[config.mk]
export PLATFORM = sky130hd
export DESIGN_NAME = mipsPipe
export DESIGN_NICKNAME = d
export VERILOG_FILES = /design/src/common/mipsPkg.sv /design/src/source/alu.sv /design/src/source/regFile.sv /design/src/source/pipeReg.sv /design/src/source/controller.sv /design/src/datapath/hazardUnit.sv /design/src/datapath/datapath.sv /design/src/source/mipsPipe.sv
export SDC_FILE = /design/constraint.sdc
export NUM_CORES = 2
export LEC_CHECK = 0
export BUFFER_PORTS_ARGS = -buffer_cell sky130_fd_sc_hd__buf_2
export CORE_MARGIN = 1.5
export CORE_UTILIZATION = 30
export DETAILED_ROUTE_END_ITERATION = 8
export HOLD_SLACK_MARGIN = 0.05
export PLACE_DENSITY = 0.55
export SLEW_MARGIN = 20
export SYNTH_ARGS = -nofsm -noshare
export SYNTH_HDL_FRONTEND = slang
export SYNTH_SLANG_ARGS = --single-unit
[constraint.sdc]
create_clock -name clk -period 13.3 [get_ports clk]
set_input_delay 2.66 -clock clk [delete_from_list [all_inputs] [get_ports clk]]
set_output_delay 2.66 -clock clk [all_outputs]
set_load 0.02 [all_outputs]
[src/common/mipsPkg.sv]
/* mipsPkg
   encodings and stage-register layouts shared by the pipelined MIPS core */
package mipsPkg;
	localparam int dataWidth = 32;   // word size
	localparam int regAddrWidth = 5; // 32 architectural registers

	// opcodes in instr[31:26]
	localparam logic [5:0] opRtype = 6'b000000;
	localparam logic [5:0] opLw = 6'b100011;
	localparam logic [5:0] opSw = 6'b101011;
	localparam logic [5:0] opBeq = 6'b000100;
	localparam logic [5:0] opAddi = 6'b001000;
	localparam logic [5:0] opJ = 6'b000010;

	// funct field for r-type
	localparam logic [5:0] fnAdd = 6'b100000;
	localparam logic [5:0] fnSub = 6'b100010;
	localparam logic [5:0] fnAnd = 6'b100100;
	localparam logic [5:0] fnOr = 6'b100101;
	localparam logic [5:0] fnSlt = 6'b101010;

	// alu operation select
	localparam logic [2:0] aluCtlAnd = 3'b000;
	localparam logic [2:0] aluCtlOr = 3'b001;
	localparam logic [2:0] aluCtlAdd = 3'b010;
	localparam logic [2:0] aluCtlSub = 3'b110;
	localparam logic [2:0] aluCtlSlt = 3'b111;

	typedef enum logic [1:0] {
		aluOpAdd = 2'b00,  // lw, sw, addi
		aluOpSub = 2'b01,  // beq
		aluOpFunct = 2'b10 // r-type, look at funct
	} aluOpT;

	// fetch -> decode
	typedef struct packed {
		logic [dataWidth-1:0] instr;
		logic [dataWidth-1:0] pcPlus4;
	} ifIdT;

	// decode -> execute
	typedef struct packed {
		logic regWrite;
		logic memToReg;
		logic memWrite;
		logic aluSrc;
		logic regDst;
		logic [2:0] aluControl;
		logic [dataWidth-1:0] rd1;
		logic [dataWidth-1:0] rd2;
		logic [dataWidth-1:0] signImm;
		logic [regAddrWidth-1:0] rs;
		logic [regAddrWidth-1:0] rt;
		logic [regAddrWidth-1:0] rd;
	} idExT;

	// execute -> memory
	typedef struct packed {
		logic regWrite;
		logic memToReg;
		logic memWrite;
		logic [dataWidth-1:0] aluOut;
		logic [dataWidth-1:0] writeData;
		logic [regAddrWidth-1:0] writeReg;
	} exMemT;

	// memory -> writeback
	typedef struct packed {
		logic regWrite;
		logic memToReg;
		logic [dataWidth-1:0] readData;
		logic [dataWidth-1:0] aluOut;
		logic [regAddrWidth-1:0] writeReg;
	} memWbT;
endpackage

[src/source/alu.sv]
/* alu
   and, or, add, sub and signed set-less-than */
`timescale 1ns/1ps

module alu (
	input  logic [mipsPkg::dataWidth-1:0] a,
	input  logic [mipsPkg::dataWidth-1:0] b,
	input  logic [2:0]                    aluControl,
	output logic [mipsPkg::dataWidth-1:0] result
);
	always_comb begin
		case (aluControl)
			mipsPkg::aluCtlAnd: result = a & b;
			mipsPkg::aluCtlOr: result = a | b;
			mipsPkg::aluCtlAdd: result = a + b;
			mipsPkg::aluCtlSub: result = a - b;
			mipsPkg::aluCtlSlt: begin
				result = '0;
				result[0] = $signed(a) < $signed(b); // signed compare
			end
			default: result = '0; // unused codes
		endcase
	end
endmodule

[src/source/regFile.sv]
/* regFile
   32x32 registers, two async reads, write on falling clock edge */
`timescale 1ns/1ps

module regFile (
	input  logic                               clk,
	input  logic                               arstN,
	input  logic                               we,
	input  logic [mipsPkg::regAddrWidth-1:0]   ra1,
	input  logic [mipsPkg::regAddrWidth-1:0]   ra2,
	input  logic [mipsPkg::regAddrWidth-1:0]   wa,
	input  logic [mipsPkg::dataWidth-1:0]      wd,
	output logic [mipsPkg::dataWidth-1:0]      rd1,
	output logic [mipsPkg::dataWidth-1:0]      rd2
);
	logic [mipsPkg::dataWidth-1:0] rf [2**mipsPkg::regAddrWidth];

	// negedge write so decode sees writeback data within the same cycle
	always_ff @(negedge clk or negedge arstN) begin
		if (!arstN) begin
			for (int i = 0; i < 2**mipsPkg::regAddrWidth; i++) begin
				rf[i] <= '0;
			end
		end else if (we && wa != '0) begin
			rf[wa] <= wd;
		end
	end

	// $0 hardwired
	assign rd1 = (ra1 == '0) ? '0 : rf[ra1];
	assign rd2 = (ra2 == '0) ? '0 : rf[ra2];
endmodule

[src/source/pipeReg.sv]
/* pipeReg
   pipeline stage register, clear inserts a bubble, enable low holds */
`timescale 1ns/1ps

module pipeReg #(
	parameter type payloadT = logic
) (
	input  logic    clk,
	input  logic    arstN,
	input  logic    en,  // low while stalled
	input  logic    clr, // flush, wins over en
	input  payloadT d,
	output payloadT q
);
	always_ff @(posedge clk or negedge arstN) begin
		if (!arstN) begin
			q <= '0;
		end else if (clr) begin
			q <= '0; // all-zero payload is a nop
		end else if (en) begin
			q <= d;
		end
	end
endmodule

[src/source/controller.sv]
/* controller
   decode-stage control, main decoder plus alu decoder */
`timescale 1ns/1ps

module controller (
	input  logic [5:0] op,
	input  logic [5:0] funct,
	input  logic       equalD,      // forwarded operands match
	output logic       branchD,
	output logic       pcSrcD,      // taken beq
	output logic       jumpD,
	output logic       regWriteD,
	output logic       memToRegD,
	output logic       memWriteD,
	output logic       regDstD,
	output logic       aluSrcD,
	output logic [2:0] aluControlD
);
	mipsPkg::aluOpT aluOp;

	mainDec uMainDec (.op(op), .regWriteD(regWriteD), .regDstD(regDstD), .aluSrcD(aluSrcD),
		.branchD(branchD), .memWriteD(memWriteD), .memToRegD(memToRegD), .jumpD(jumpD),
		.aluOp(aluOp));

	aluDec uAluDec (.funct(funct), .aluOp(aluOp), .aluControlD(aluControlD));

	assign pcSrcD = branchD & equalD; // branch resolved here in decode
endmodule

module mainDec (
	input  logic [5:0]     op,
	output logic           regWriteD,
	output logic           regDstD,
	output logic           aluSrcD,
	output logic           branchD,
	output logic           memWriteD,
	output logic           memToRegD,
	output logic           jumpD,
	output mipsPkg::aluOpT aluOp
);
	logic [6:0] ctl; // regWrite regDst aluSrc branch memWrite memToReg jump

	assign {regWriteD, regDstD, aluSrcD, branchD, memWriteD, memToRegD, jumpD} = ctl;

	always_comb begin
		ctl = '0;                 // unknown op becomes a bubble
		aluOp = mipsPkg::aluOpAdd;
		case (op)
			mipsPkg::opRtype: begin
				ctl = 7'b1100000;
				aluOp = mipsPkg::aluOpFunct;
			end
			mipsPkg::opLw: ctl = 7'b1010010;
			mipsPkg::opSw: ctl = 7'b0010100;
			mipsPkg::opBeq: begin
				ctl = 7'b0001000;
				aluOp = mipsPkg::aluOpSub;
			end
			mipsPkg::opAddi: ctl = 7'b1010000;
			mipsPkg::opJ: ctl = 7'b0000001;
			default: ctl = '0;
		endcase
	end
endmodule

module aluDec (
	input  logic [5:0]     funct,
	input  mipsPkg::aluOpT aluOp,
	output logic [2:0]     aluControlD
);
	always_comb begin
		case (aluOp)
			mipsPkg::aluOpAdd: aluControlD = mipsPkg::aluCtlAdd; // address / immediate
			mipsPkg::aluOpSub: aluControlD = mipsPkg::aluCtlSub;
			default: begin
				case (funct)
					mipsPkg::fnSub: aluControlD = mipsPkg::aluCtlSub;
					mipsPkg::fnAnd: aluControlD = mipsPkg::aluCtlAnd;
					mipsPkg::fnOr: aluControlD = mipsPkg::aluCtlOr;
					mipsPkg::fnSlt: aluControlD = mipsPkg::aluCtlSlt;
					default: aluControlD = mipsPkg::aluCtlAdd; // fnAdd and anything odd
				endcase
			end
		endcase
	end
endmodule

[src/datapath/hazardUnit.sv]
/* hazardUnit
   forwarding selects, load-use and branch stalls, decode and execute flushes */
`timescale 1ns/1ps

module hazardUnit (
	input  logic [mipsPkg::regAddrWidth-1:0] rsD,
	input  logic [mipsPkg::regAddrWidth-1:0] rtD,
	input  logic [mipsPkg::regAddrWidth-1:0] rsE,
	input  logic [mipsPkg::regAddrWidth-1:0] rtE,
	input  logic [mipsPkg::regAddrWidth-1:0] writeRegE,
	input  logic [mipsPkg::regAddrWidth-1:0] writeRegM,
	input  logic [mipsPkg::regAddrWidth-1:0] writeRegW,
	input  logic                             regWriteE,
	input  logic                             regWriteM,
	input  logic                             regWriteW,
	input  logic                             memToRegE,
	input  logic                             memToRegM,
	input  logic                             branchD,
	input  logic                             jumpD,
	input  logic                             pcSrcD,
	output logic [1:0]                       forwardAD,
	output logic [1:0]                       forwardBD,
	output logic [1:0]                       forwardAE,
	output logic [1:0]                       forwardBE,
	output logic                             stallF,
	output logic                             stallD,
	output logic                             flushD,
	output logic                             flushE
);
	logic lwStall, branchStall;

	// memory stage has priority, it is the younger result
	function automatic logic [1:0] fwdSel(
		input logic [mipsPkg::regAddrWidth-1:0] src,
		input logic [mipsPkg::regAddrWidth-1:0] wrM,
		input logic [mipsPkg::regAddrWidth-1:0] wrW,
		input logic                             weM,
		input logic                             weW
	);
		if (src != '0 && weM && src == wrM)
			return 2'b10;
		if (src != '0 && weW && src == wrW)
			return 2'b01;
		return 2'b00;
	endfunction

	assign forwardAD = fwdSel(rsD, writeRegM, writeRegW, regWriteM, regWriteW);
	assign forwardBD = fwdSel(rtD, writeRegM, writeRegW, regWriteM, regWriteW);
	assign forwardAE = fwdSel(rsE, writeRegM, writeRegW, regWriteM, regWriteW);
	assign forwardBE = fwdSel(rtE, writeRegM, writeRegW, regWriteM, regWriteW);

	assign lwStall = memToRegE && (rtE == rsD || rtE == rtD); // load result not ready yet
	// beq waits for alu result in E (1 cycle) or load in E then M (2 cycles)
	assign branchStall = branchD &&
		((regWriteE && (writeRegE == rsD || writeRegE == rtD)) ||
		 (memToRegM && (writeRegM == rsD || writeRegM == rtD)));

	assign stallD = lwStall || branchStall;
	assign stallF = stallD;
	assign flushE = stallD;                          // bubble behind the held instruction
	assign flushD = (pcSrcD || jumpD) && !stallD;    // stale equalD ignored while stalled
endmodule

[src/datapath/datapath.sv]
/* datapath
   five-stage MIPS datapath: pc, stage registers, forwarding and branch compare */
`timescale 1ns/1ps

module datapath (
	input  logic                             clk,
	input  logic                             arstN,
	input  logic [mipsPkg::dataWidth-1:0]    instr,
	input  logic [mipsPkg::dataWidth-1:0]    readData,
	input  logic                             regWriteD,
	input  logic                             memToRegD,
	input  logic                             memWriteD,
	input  logic                             regDstD,
	input  logic                             aluSrcD,
	input  logic [2:0]                       aluControlD,
	input  logic                             pcSrcD,
	input  logic                             jumpD,
	input  logic                             stallF,
	input  logic                             stallD,
	input  logic                             flushD,
	input  logic                             flushE,
	input  logic [1:0]                       forwardAD,
	input  logic [1:0]                       forwardBD,
	input  logic [1:0]                       forwardAE,
	input  logic [1:0]                       forwardBE,
	output logic [mipsPkg::dataWidth-1:0]    pc,
	output logic [mipsPkg::dataWidth-1:0]    dataAddr,
	output logic [mipsPkg::dataWidth-1:0]    writeData,
	output logic                             memWrite,
	output logic [5:0]                       opD,
	output logic [5:0]                       functD,
	output logic                             equalD,
	output logic [mipsPkg::regAddrWidth-1:0] rsD,
	output logic [mipsPkg::regAddrWidth-1:0] rtD,
	output logic [mipsPkg::regAddrWidth-1:0] rsE,
	output logic [mipsPkg::regAddrWidth-1:0] rtE,
	output logic [mipsPkg::regAddrWidth-1:0] writeRegE,
	output logic [mipsPkg::regAddrWidth-1:0] writeRegM,
	output logic [mipsPkg::regAddrWidth-1:0] writeRegW,
	output logic                             regWriteE,
	output logic                             regWriteM,
	output logic                             regWriteW,
	output logic                             memToRegE,
	output logic                             memToRegM
);
	mipsPkg::ifIdT ifIdIn, ifId;
	mipsPkg::idExT idExIn, idEx;
	mipsPkg::exMemT exMemIn, exMem;
	mipsPkg::memWbT memWbIn, memWb;

	logic [mipsPkg::dataWidth-1:0] pcNext, pcPlus4F, pcBranchD, pcJumpD;
	logic [mipsPkg::dataWidth-1:0] rd1D, rd2D, signImmD, srcAD, srcBD;
	logic [mipsPkg::dataWidth-1:0] srcAE, srcBE, writeDataE, aluOutE, resultW;

	// 00 register value, 10 memory stage alu result, 01 writeback result
	function automatic logic [mipsPkg::dataWidth-1:0] fwd(
		input logic [1:0]                    sel,
		input logic [mipsPkg::dataWidth-1:0] regVal,
		input logic [mipsPkg::dataWidth-1:0] memVal,
		input logic [mipsPkg::dataWidth-1:0] wbVal
	);
		case (sel)
			2'b10: return memVal;
			2'b01: return wbVal;
			default: return regVal;
		endcase
	endfunction

	// fetch
	assign pcPlus4F = pc + 32'd4;
	assign pcNext = jumpD ? pcJumpD : (pcSrcD ? pcBranchD : pcPlus4F);

	always_ff @(posedge clk or negedge arstN) begin
		if (!arstN) begin
			pc <= '0;
		end else if (!stallF) begin
			pc <= pcNext;
		end
	end

	assign ifIdIn = '{instr: instr, pcPlus4: pcPlus4F};
	pipeReg #(.payloadT(mipsPkg::ifIdT)) uIfId (.clk(clk), .arstN(arstN), .en(!stallD),
		.clr(flushD), .d(ifIdIn), .q(ifId));

	// decode
	assign opD = ifId.instr[31:26];
	assign functD = ifId.instr[5:0];
	assign rsD = ifId.instr[25:21];
	assign rtD = ifId.instr[20:16];
	assign signImmD = {{16{ifId.instr[15]}}, ifId.instr[15:0]};
	assign pcBranchD = ifId.pcPlus4 + {signImmD[29:0], 2'b00};
	assign pcJumpD = {ifId.pcPlus4[31:28], ifId.instr[25:0], 2'b00}; // same 256MB region

	regFile uRegFile (.clk(clk), .arstN(arstN), .we(memWb.regWrite), .ra1(rsD), .ra2(rtD),
		.wa(memWb.writeReg), .wd(resultW), .rd1(rd1D), .rd2(rd2D));

	assign srcAD = fwd(forwardAD, rd1D, exMem.aluOut, resultW);
	assign srcBD = fwd(forwardBD, rd2D, exMem.aluOut, resultW);
	assign equalD = (srcAD == srcBD); // beq compare, early resolve

	assign idExIn = '{regWrite: regWriteD, memToReg: memToRegD, memWrite: memWriteD,
		aluSrc: aluSrcD, regDst: regDstD, aluControl: aluControlD,
		rd1: rd1D, rd2: rd2D, signImm: signImmD,
		rs: rsD, rt: rtD, rd: ifId.instr[15:11]};
	pipeReg #(.payloadT(mipsPkg::idExT)) uIdEx (.clk(clk), .arstN(arstN), .en(1'b1),
		.clr(flushE), .d(idExIn), .q(idEx));

	// execute
	assign rsE = idEx.rs;
	assign rtE = idEx.rt;
	assign regWriteE = idEx.regWrite;
	assign memToRegE = idEx.memToReg;
	assign writeRegE = idEx.regDst ? idEx.rd : idEx.rt; // rd for r-type
	assign srcAE = fwd(forwardAE, idEx.rd1, exMem.aluOut, resultW);
	assign writeDataE = fwd(forwardBE, idEx.rd2, exMem.aluOut, resultW);
	assign srcBE = idEx.aluSrc ? idEx.signImm : writeDataE;

	alu uAlu (.a(srcAE), .b(srcBE), .aluControl(idEx.aluControl), .result(aluOutE));

	assign exMemIn = '{regWrite: idEx.regWrite, memToReg: idEx.memToReg,
		memWrite: idEx.memWrite, aluOut: aluOutE, writeData: writeDataE, writeReg: writeRegE};
	pipeReg #(.payloadT(mipsPkg::exMemT)) uExMem (.clk(clk), .arstN(arstN), .en(1'b1),
		.clr(1'b0), .d(exMemIn), .q(exMem));

	// memory, data memory sits outside
	assign dataAddr = exMem.aluOut;
	assign writeData = exMem.writeData;
	assign memWrite = exMem.memWrite;
	assign regWriteM = exMem.regWrite;
	assign memToRegM = exMem.memToReg;
	assign writeRegM = exMem.writeReg;

	assign memWbIn = '{regWrite: exMem.regWrite, memToReg: exMem.memToReg,
		readData: readData, aluOut: exMem.aluOut, writeReg: exMem.writeReg};
	pipeReg #(.payloadT(mipsPkg::memWbT)) uMemWb (.clk(clk), .arstN(arstN), .en(1'b1),
		.clr(1'b0), .d(memWbIn), .q(memWb));

	// writeback
	assign regWriteW = memWb.regWrite;
	assign writeRegW = memWb.writeReg;
	assign resultW = memWb.memToReg ? memWb.readData : memWb.aluOut;
endmodule

[src/source/mipsPipe.sv]
/* mipsPipe
   pipelined MIPS core top, memories reached through combinational ports */
`timescale 1ns/1ps

module mipsPipe (
	input  logic                          clk,
	input  logic                          arstN,
	input  logic [mipsPkg::dataWidth-1:0] instr,     // imem data for pc
	input  logic [mipsPkg::dataWidth-1:0] readData,  // dmem data for dataAddr
	output logic [mipsPkg::dataWidth-1:0] pc,
	output logic [mipsPkg::dataWidth-1:0] dataAddr,
	output logic [mipsPkg::dataWidth-1:0] writeData,
	output logic                          memWrite
);
	logic [5:0] opD, functD;
	logic [2:0] aluControlD;
	logic equalD, branchD, pcSrcD, jumpD;
	logic regWriteD, memToRegD, memWriteD, regDstD, aluSrcD;
	logic stallF, stallD, flushD, flushE;
	logic [1:0] forwardAD, forwardBD, forwardAE, forwardBE;
	logic [mipsPkg::regAddrWidth-1:0] rsD, rtD, rsE, rtE;
	logic [mipsPkg::regAddrWidth-1:0] writeRegE, writeRegM, writeRegW;
	logic regWriteE, regWriteM, regWriteW, memToRegE, memToRegM;

	controller uController (.op(opD), .funct(functD), .equalD(equalD), .branchD(branchD),
		.pcSrcD(pcSrcD), .jumpD(jumpD), .regWriteD(regWriteD), .memToRegD(memToRegD),
		.memWriteD(memWriteD), .regDstD(regDstD), .aluSrcD(aluSrcD),
		.aluControlD(aluControlD));

	datapath uDatapath (.clk(clk), .arstN(arstN), .instr(instr), .readData(readData),
		.regWriteD(regWriteD), .memToRegD(memToRegD), .memWriteD(memWriteD),
		.regDstD(regDstD), .aluSrcD(aluSrcD), .aluControlD(aluControlD), .pcSrcD(pcSrcD),
		.jumpD(jumpD), .stallF(stallF), .stallD(stallD), .flushD(flushD), .flushE(flushE),
		.forwardAD(forwardAD), .forwardBD(forwardBD), .forwardAE(forwardAE),
		.forwardBE(forwardBE), .pc(pc), .dataAddr(dataAddr), .writeData(writeData),
		.memWrite(memWrite), .opD(opD), .functD(functD), .equalD(equalD), .rsD(rsD),
		.rtD(rtD), .rsE(rsE), .rtE(rtE), .writeRegE(writeRegE), .writeRegM(writeRegM),
		.writeRegW(writeRegW), .regWriteE(regWriteE), .regWriteM(regWriteM),
		.regWriteW(regWriteW), .memToRegE(memToRegE), .memToRegM(memToRegM));

	hazardUnit uHazardUnit (.rsD(rsD), .rtD(rtD), .rsE(rsE), .rtE(rtE),
		.writeRegE(writeRegE), .writeRegM(writeRegM), .writeRegW(writeRegW),
		.regWriteE(regWriteE), .regWriteM(regWriteM), .regWriteW(regWriteW),
		.memToRegE(memToRegE), .memToRegM(memToRegM), .branchD(branchD), .jumpD(jumpD),
		.pcSrcD(pcSrcD), .forwardAD(forwardAD), .forwardBD(forwardBD),
		.forwardAE(forwardAE), .forwardBE(forwardBE), .stallF(stallF), .stallD(stallD),
		.flushD(flushD), .flushE(flushE));
endmodule

==> flow_summary.ini <==
[yosys]
number_of_enable_type_register_cells_in_the_synthesized_netlist = 0
synth-seq-area-share_pct = 45.52
avg_cell_area_syn_um2 = 10.37
count_of_different_cell_masters_after_synthesis = 99
synth_adder_area_share_pct = 2.187
netlist_instances = 7216
yosys-top-cells-area = sky130_fd_sc_hd__dfrtn_1, sky130_fd_sc_hd__mux4_2, sky130_fd_sc_hd__dfrtp_1
synth_largest_area_cell = sky130_fd_sc_hd__dfrtn_1
fraction_of_the_mapped_netlist_area_in_compound_gates_pct = 14.69
post_synth_mux_area_share_pct = 18.30
syn-cell-area_um2 = 74820
combinational_family_with_the_most_area_after_synthesis = multiplexers
synth-simple-area-share_pct = 11.82
synthesis.nets = 7411
asyncSetResetFlopFracSynth_pct = 100.0
yosys_warnings = 0
synth_seq_cells = 1361
synth_xor_xnor_area_share_pct = 1.990
yosys.area.top_type_share_pct = 34.25
synth_flop_cell = sky130_fd_sc_hd__dfrtn_1

[pwr]
sequentialPowerShare_pct = 42.5
net-switching-power_mw = 3.510
worst_ir_drop_vdd_uv = 152.8
p_per_area_nw_per_um2 = 136.5
power.switching_fraction_pct = 30.78
power_frac_comb_pct = 18.9
power.static_leakage_nw = 35.26
clock_power_share_pct = 38.6
p_int_mw = 7.893

[routing]
detail_route.wl_per_cell_um = 25.73
dr.pass1.iters = 8
detail_route.vias_per_cell = 5.614
vias = 58394
drt-initial-drc-count = 6672
route.final.wire_length_mm = 267.6
postRouteAntennaNets = 0
route.detailed.drc = 0

[cts]
cts_root_buf = sky130_fd_sc_hd__clkbuf_16
cts-resized-gates = 0
htree_levels = 4
cts_made_buffers = 148
cts.sink_count = 1361
tritoncts = done
post-cts-setup-buffers = 0
cts.path.max_buffers = 3
cts.hold.buffers_added = 0
clock_pin_slew_on_the_worst_setup_and_hold_paths_ps = 50
worst_skew_pair.late_latency_ps = 830

[timing]
rsz0062_at_grt = false
totalNegativeSetupSlack_ps = 0
report.final.setup_viol = 0
finClkSkew_ps = 102.4
tightestPinTransition_ps = 1229
layout_setup_ws_ps = 1911
drv_slew = 0
timing.final.hold_violations = 0
slew_headroom_pct = 17.76

[outcome]
result_of_the_run = completed

[die]
die_w_um = 502.4
die_area_um2 = 252400
core_region_area_um2 = 248200
fp.dieH_um = 502.4
pin_count = 163
num_rows = 183
initial_utilization_pct = 30.14

[setup_path]
worstPathRequired_ps = 13950
arrival_ps = 12040
r2r_cells = 12
cp-start-kind = flip-flop
worst-setup-path-type = reg2reg
worstSetupEndpointType = flip-flop
crit_path_max_fanout = 21

[placed_design]
globalplace.congestion = 0.9284
detailed_place_hpwl_mm = 171.7
dpl_worst_slack_ps = 1765
place.port_buffers = 162

[job]
timing.max_cap.violations = 0

[global_route]
grt_pass1_wl_mm = 394.8
globalRouteOverflowTotal = 0
grt_max_degree = 125
grt_use_total_pct = 20.97
antenna_violations_before_repair = 5
number_of_global_route_vias_before_repair = 57260

[cells_and_area]
finalNetCount = 7147
register_area_um2 = 34090
layout_cell_share_with_drive_strength_beyond_1_pct = 17.64
areaGrowthSynthToFinish_pct = 11.67
layout.filler_cells = 25062
multiInputGateArea_um2 = 37290

[worst_hold_path]
hold_depth = 0
hold_class = reg2reg
==> area by class of cell <==
cell class	count	share of cell area, %
inverter	136	0.6110
multi-input combinational	4985	44.63
clock buffer	214	5.204
timing repair buffer	320	2.802
sequential	1361	40.81
tap	3330	4.987
antenna	1	0.002995
clock inverter	55	0.9510
==> critical path, cell delays in order, from the launching register on <==
cell and delay (ps):
sky130_fd_sc_hd__dfrtn_1 360, sky130_fd_sc_hd__mux4_2 490, sky130_fd_sc_hd__mux4_2 490, sky130_fd_sc_hd__nand4_1 100
sky130_fd_sc_hd__o2111ai_1 150, sky130_fd_sc_hd__xor2_1 250, sky130_fd_sc_hd__nor4_2 700, sky130_fd_sc_hd__nand3_1 180
sky130_fd_sc_hd__o21ba_2 360, sky130_fd_sc_hd__buf_4 320, sky130_fd_sc_hd__nand2_2 350, sky130_fd_sc_hd__nand2_1 670
sky130_fd_sc_hd__o21ai_0 210
==> flip-flops by register name, summed over array words and instances, names as in the netlist <==
name and flops:
uDatapath.uIfId.q 64, uDatapath.pc 32, uDatapath.uExMem.q 72, uDatapath.uRegFile.rf 1024, uDatapath.uMemWb.q 71, uDatapath.uIdEx.q 98
==> final timing paths <==
path	startpoint	end	slack (ps)
worst min-delay path	uDatapath.uRegFile.rf[1006]	uDatapath.uRegFile.rf[1006]	320
worst min register to register	uDatapath.uRegFile.rf[1006]	uDatapath.uRegFile.rf[1006]	320
max in group asynchronous	arstN	uDatapath.uRegFile.rf[598]	3480
worst max-delay path	uDatapath.uRegFile.rf[57]	uDatapath.uIfId.q[16]	1910
min in group asynchronous	arstN	uDatapath.uIfId.q[10]	2340
worst max register to register	uDatapath.uRegFile.rf[57]	uDatapath.uIfId.q[16]	1910
==> placed cells by master (no fill, tap or decap), types with 93 or more instances in the layout <==
cell                        netlist  final
sky130_fd_sc_hd__o21ai_0        697    697
sky130_fd_sc_hd__dfrtn_1       1024   1024
sky130_fd_sc_hd__buf_2           81    161
sky130_fd_sc_hd__dfrtp_1        337    326
sky130_fd_sc_hd__ha_1           126    126
sky130_fd_sc_hd__xnor2_1         93     93
sky130_fd_sc_hd__inv_1          133    132
sky130_fd_sc_hd__clkbuf_16        0    154
sky130_fd_sc_hd__mux4_2         522    522
sky130_fd_sc_hd__nor2_1         735    715
sky130_fd_sc_hd__buf_4          116    134
sky130_fd_sc_hd__a21oi_1        703    702
sky130_fd_sc_hd__mux2i_1        151    119
sky130_fd_sc_hd__nand3_1        114    114
sky130_fd_sc_hd__nand2_1        866    851
==> stage by stage <==
stage / util [%] / total power, mW / std cells / hold slack (ps) / area (um2)
2_1_floorplan: - / 6.193 / 7216 / 331.2 / 74820
3_3_place_gp: 31.51 / 6.966 / 10125 / 330.8 / 78210
3_5_place_dp: 31.55 / 7.013 / 10128 / 324.7 / 78310
4_1_cts: 33.62 / 11.43 / 10397 / 326.5 / 83450
5_1_grt: 33.66 / 11.83 / 10401 / 338.4 / 83550
6_report: 33.66 / 11.40 / 10402 / 323.4 / 83550
==> per-layer routing <==
layer  global-route usage (%)  vias up  wire length (um)
met1                    28.61    29537            111700
met5                        0        -                 7
met3                    4.566      574             25290
met4                    8.197        2             11020
li1                         -    25367                 -
met2                    32.34     2914            119600
==> logic make-up (layout without fill, tap and decap cells) <==
logic type	Yosys count	count (layout)
multiplexers	704	704
AND/OR/NAND/NOR	2070	2070
XOR/XNOR	170	170
buffers and inverters	870	725
AO/OA/AOI/OAI	1912	1912
flip-flops	1361	1361
other	0	1
adder cells (fa/ha/maj)	129	129
==> power groups by stage <==
stage / clock [mW] / sequential, mW / combinational [mW]
floorplan: 0 / 4.76 / 1.43
global placement: 0 / 4.88 / 2.08
global route: 4.63 / 4.88 / 2.32
finish: 4.40 / 4.85 / 2.15
CTS: 4.47 / 4.83 / 2.12
detailed placement: 0 / 4.90 / 2.11
==> Yosys cell counts, types with 82 or more instances <==
| cell | n |
|---|---|
| sky130_fd_sc_hd__clkbuf_1 | 472 |
| sky130_fd_sc_hd__o22ai_1 | 82 |
| sky130_fd_sc_hd__nor2_1 | 735 |
| sky130_fd_sc_hd__dfrtn_1 | 1024 |
| sky130_fd_sc_hd__mux2i_1 | 151 |
| sky130_fd_sc_hd__inv_1 | 133 |
| sky130_fd_sc_hd__nand3_1 | 114 |
| sky130_fd_sc_hd__dfrtp_1 | 337 |
| sky130_fd_sc_hd__a21oi_1 | 703 |
| sky130_fd_sc_hd__mux4_2 | 522 |
| sky130_fd_sc_hd__ha_1 | 126 |
| sky130_fd_sc_hd__a22oi_1 | 86 |
| sky130_fd_sc_hd__nand2_1 | 866 |
| sky130_fd_sc_hd__o21ai_0 | 697 |
| sky130_fd_sc_hd__buf_4 | 116 |
| sky130_fd_sc_hd__xnor2_1 | 93 |
Note: power is estimated with default switching activity, not from simulation.
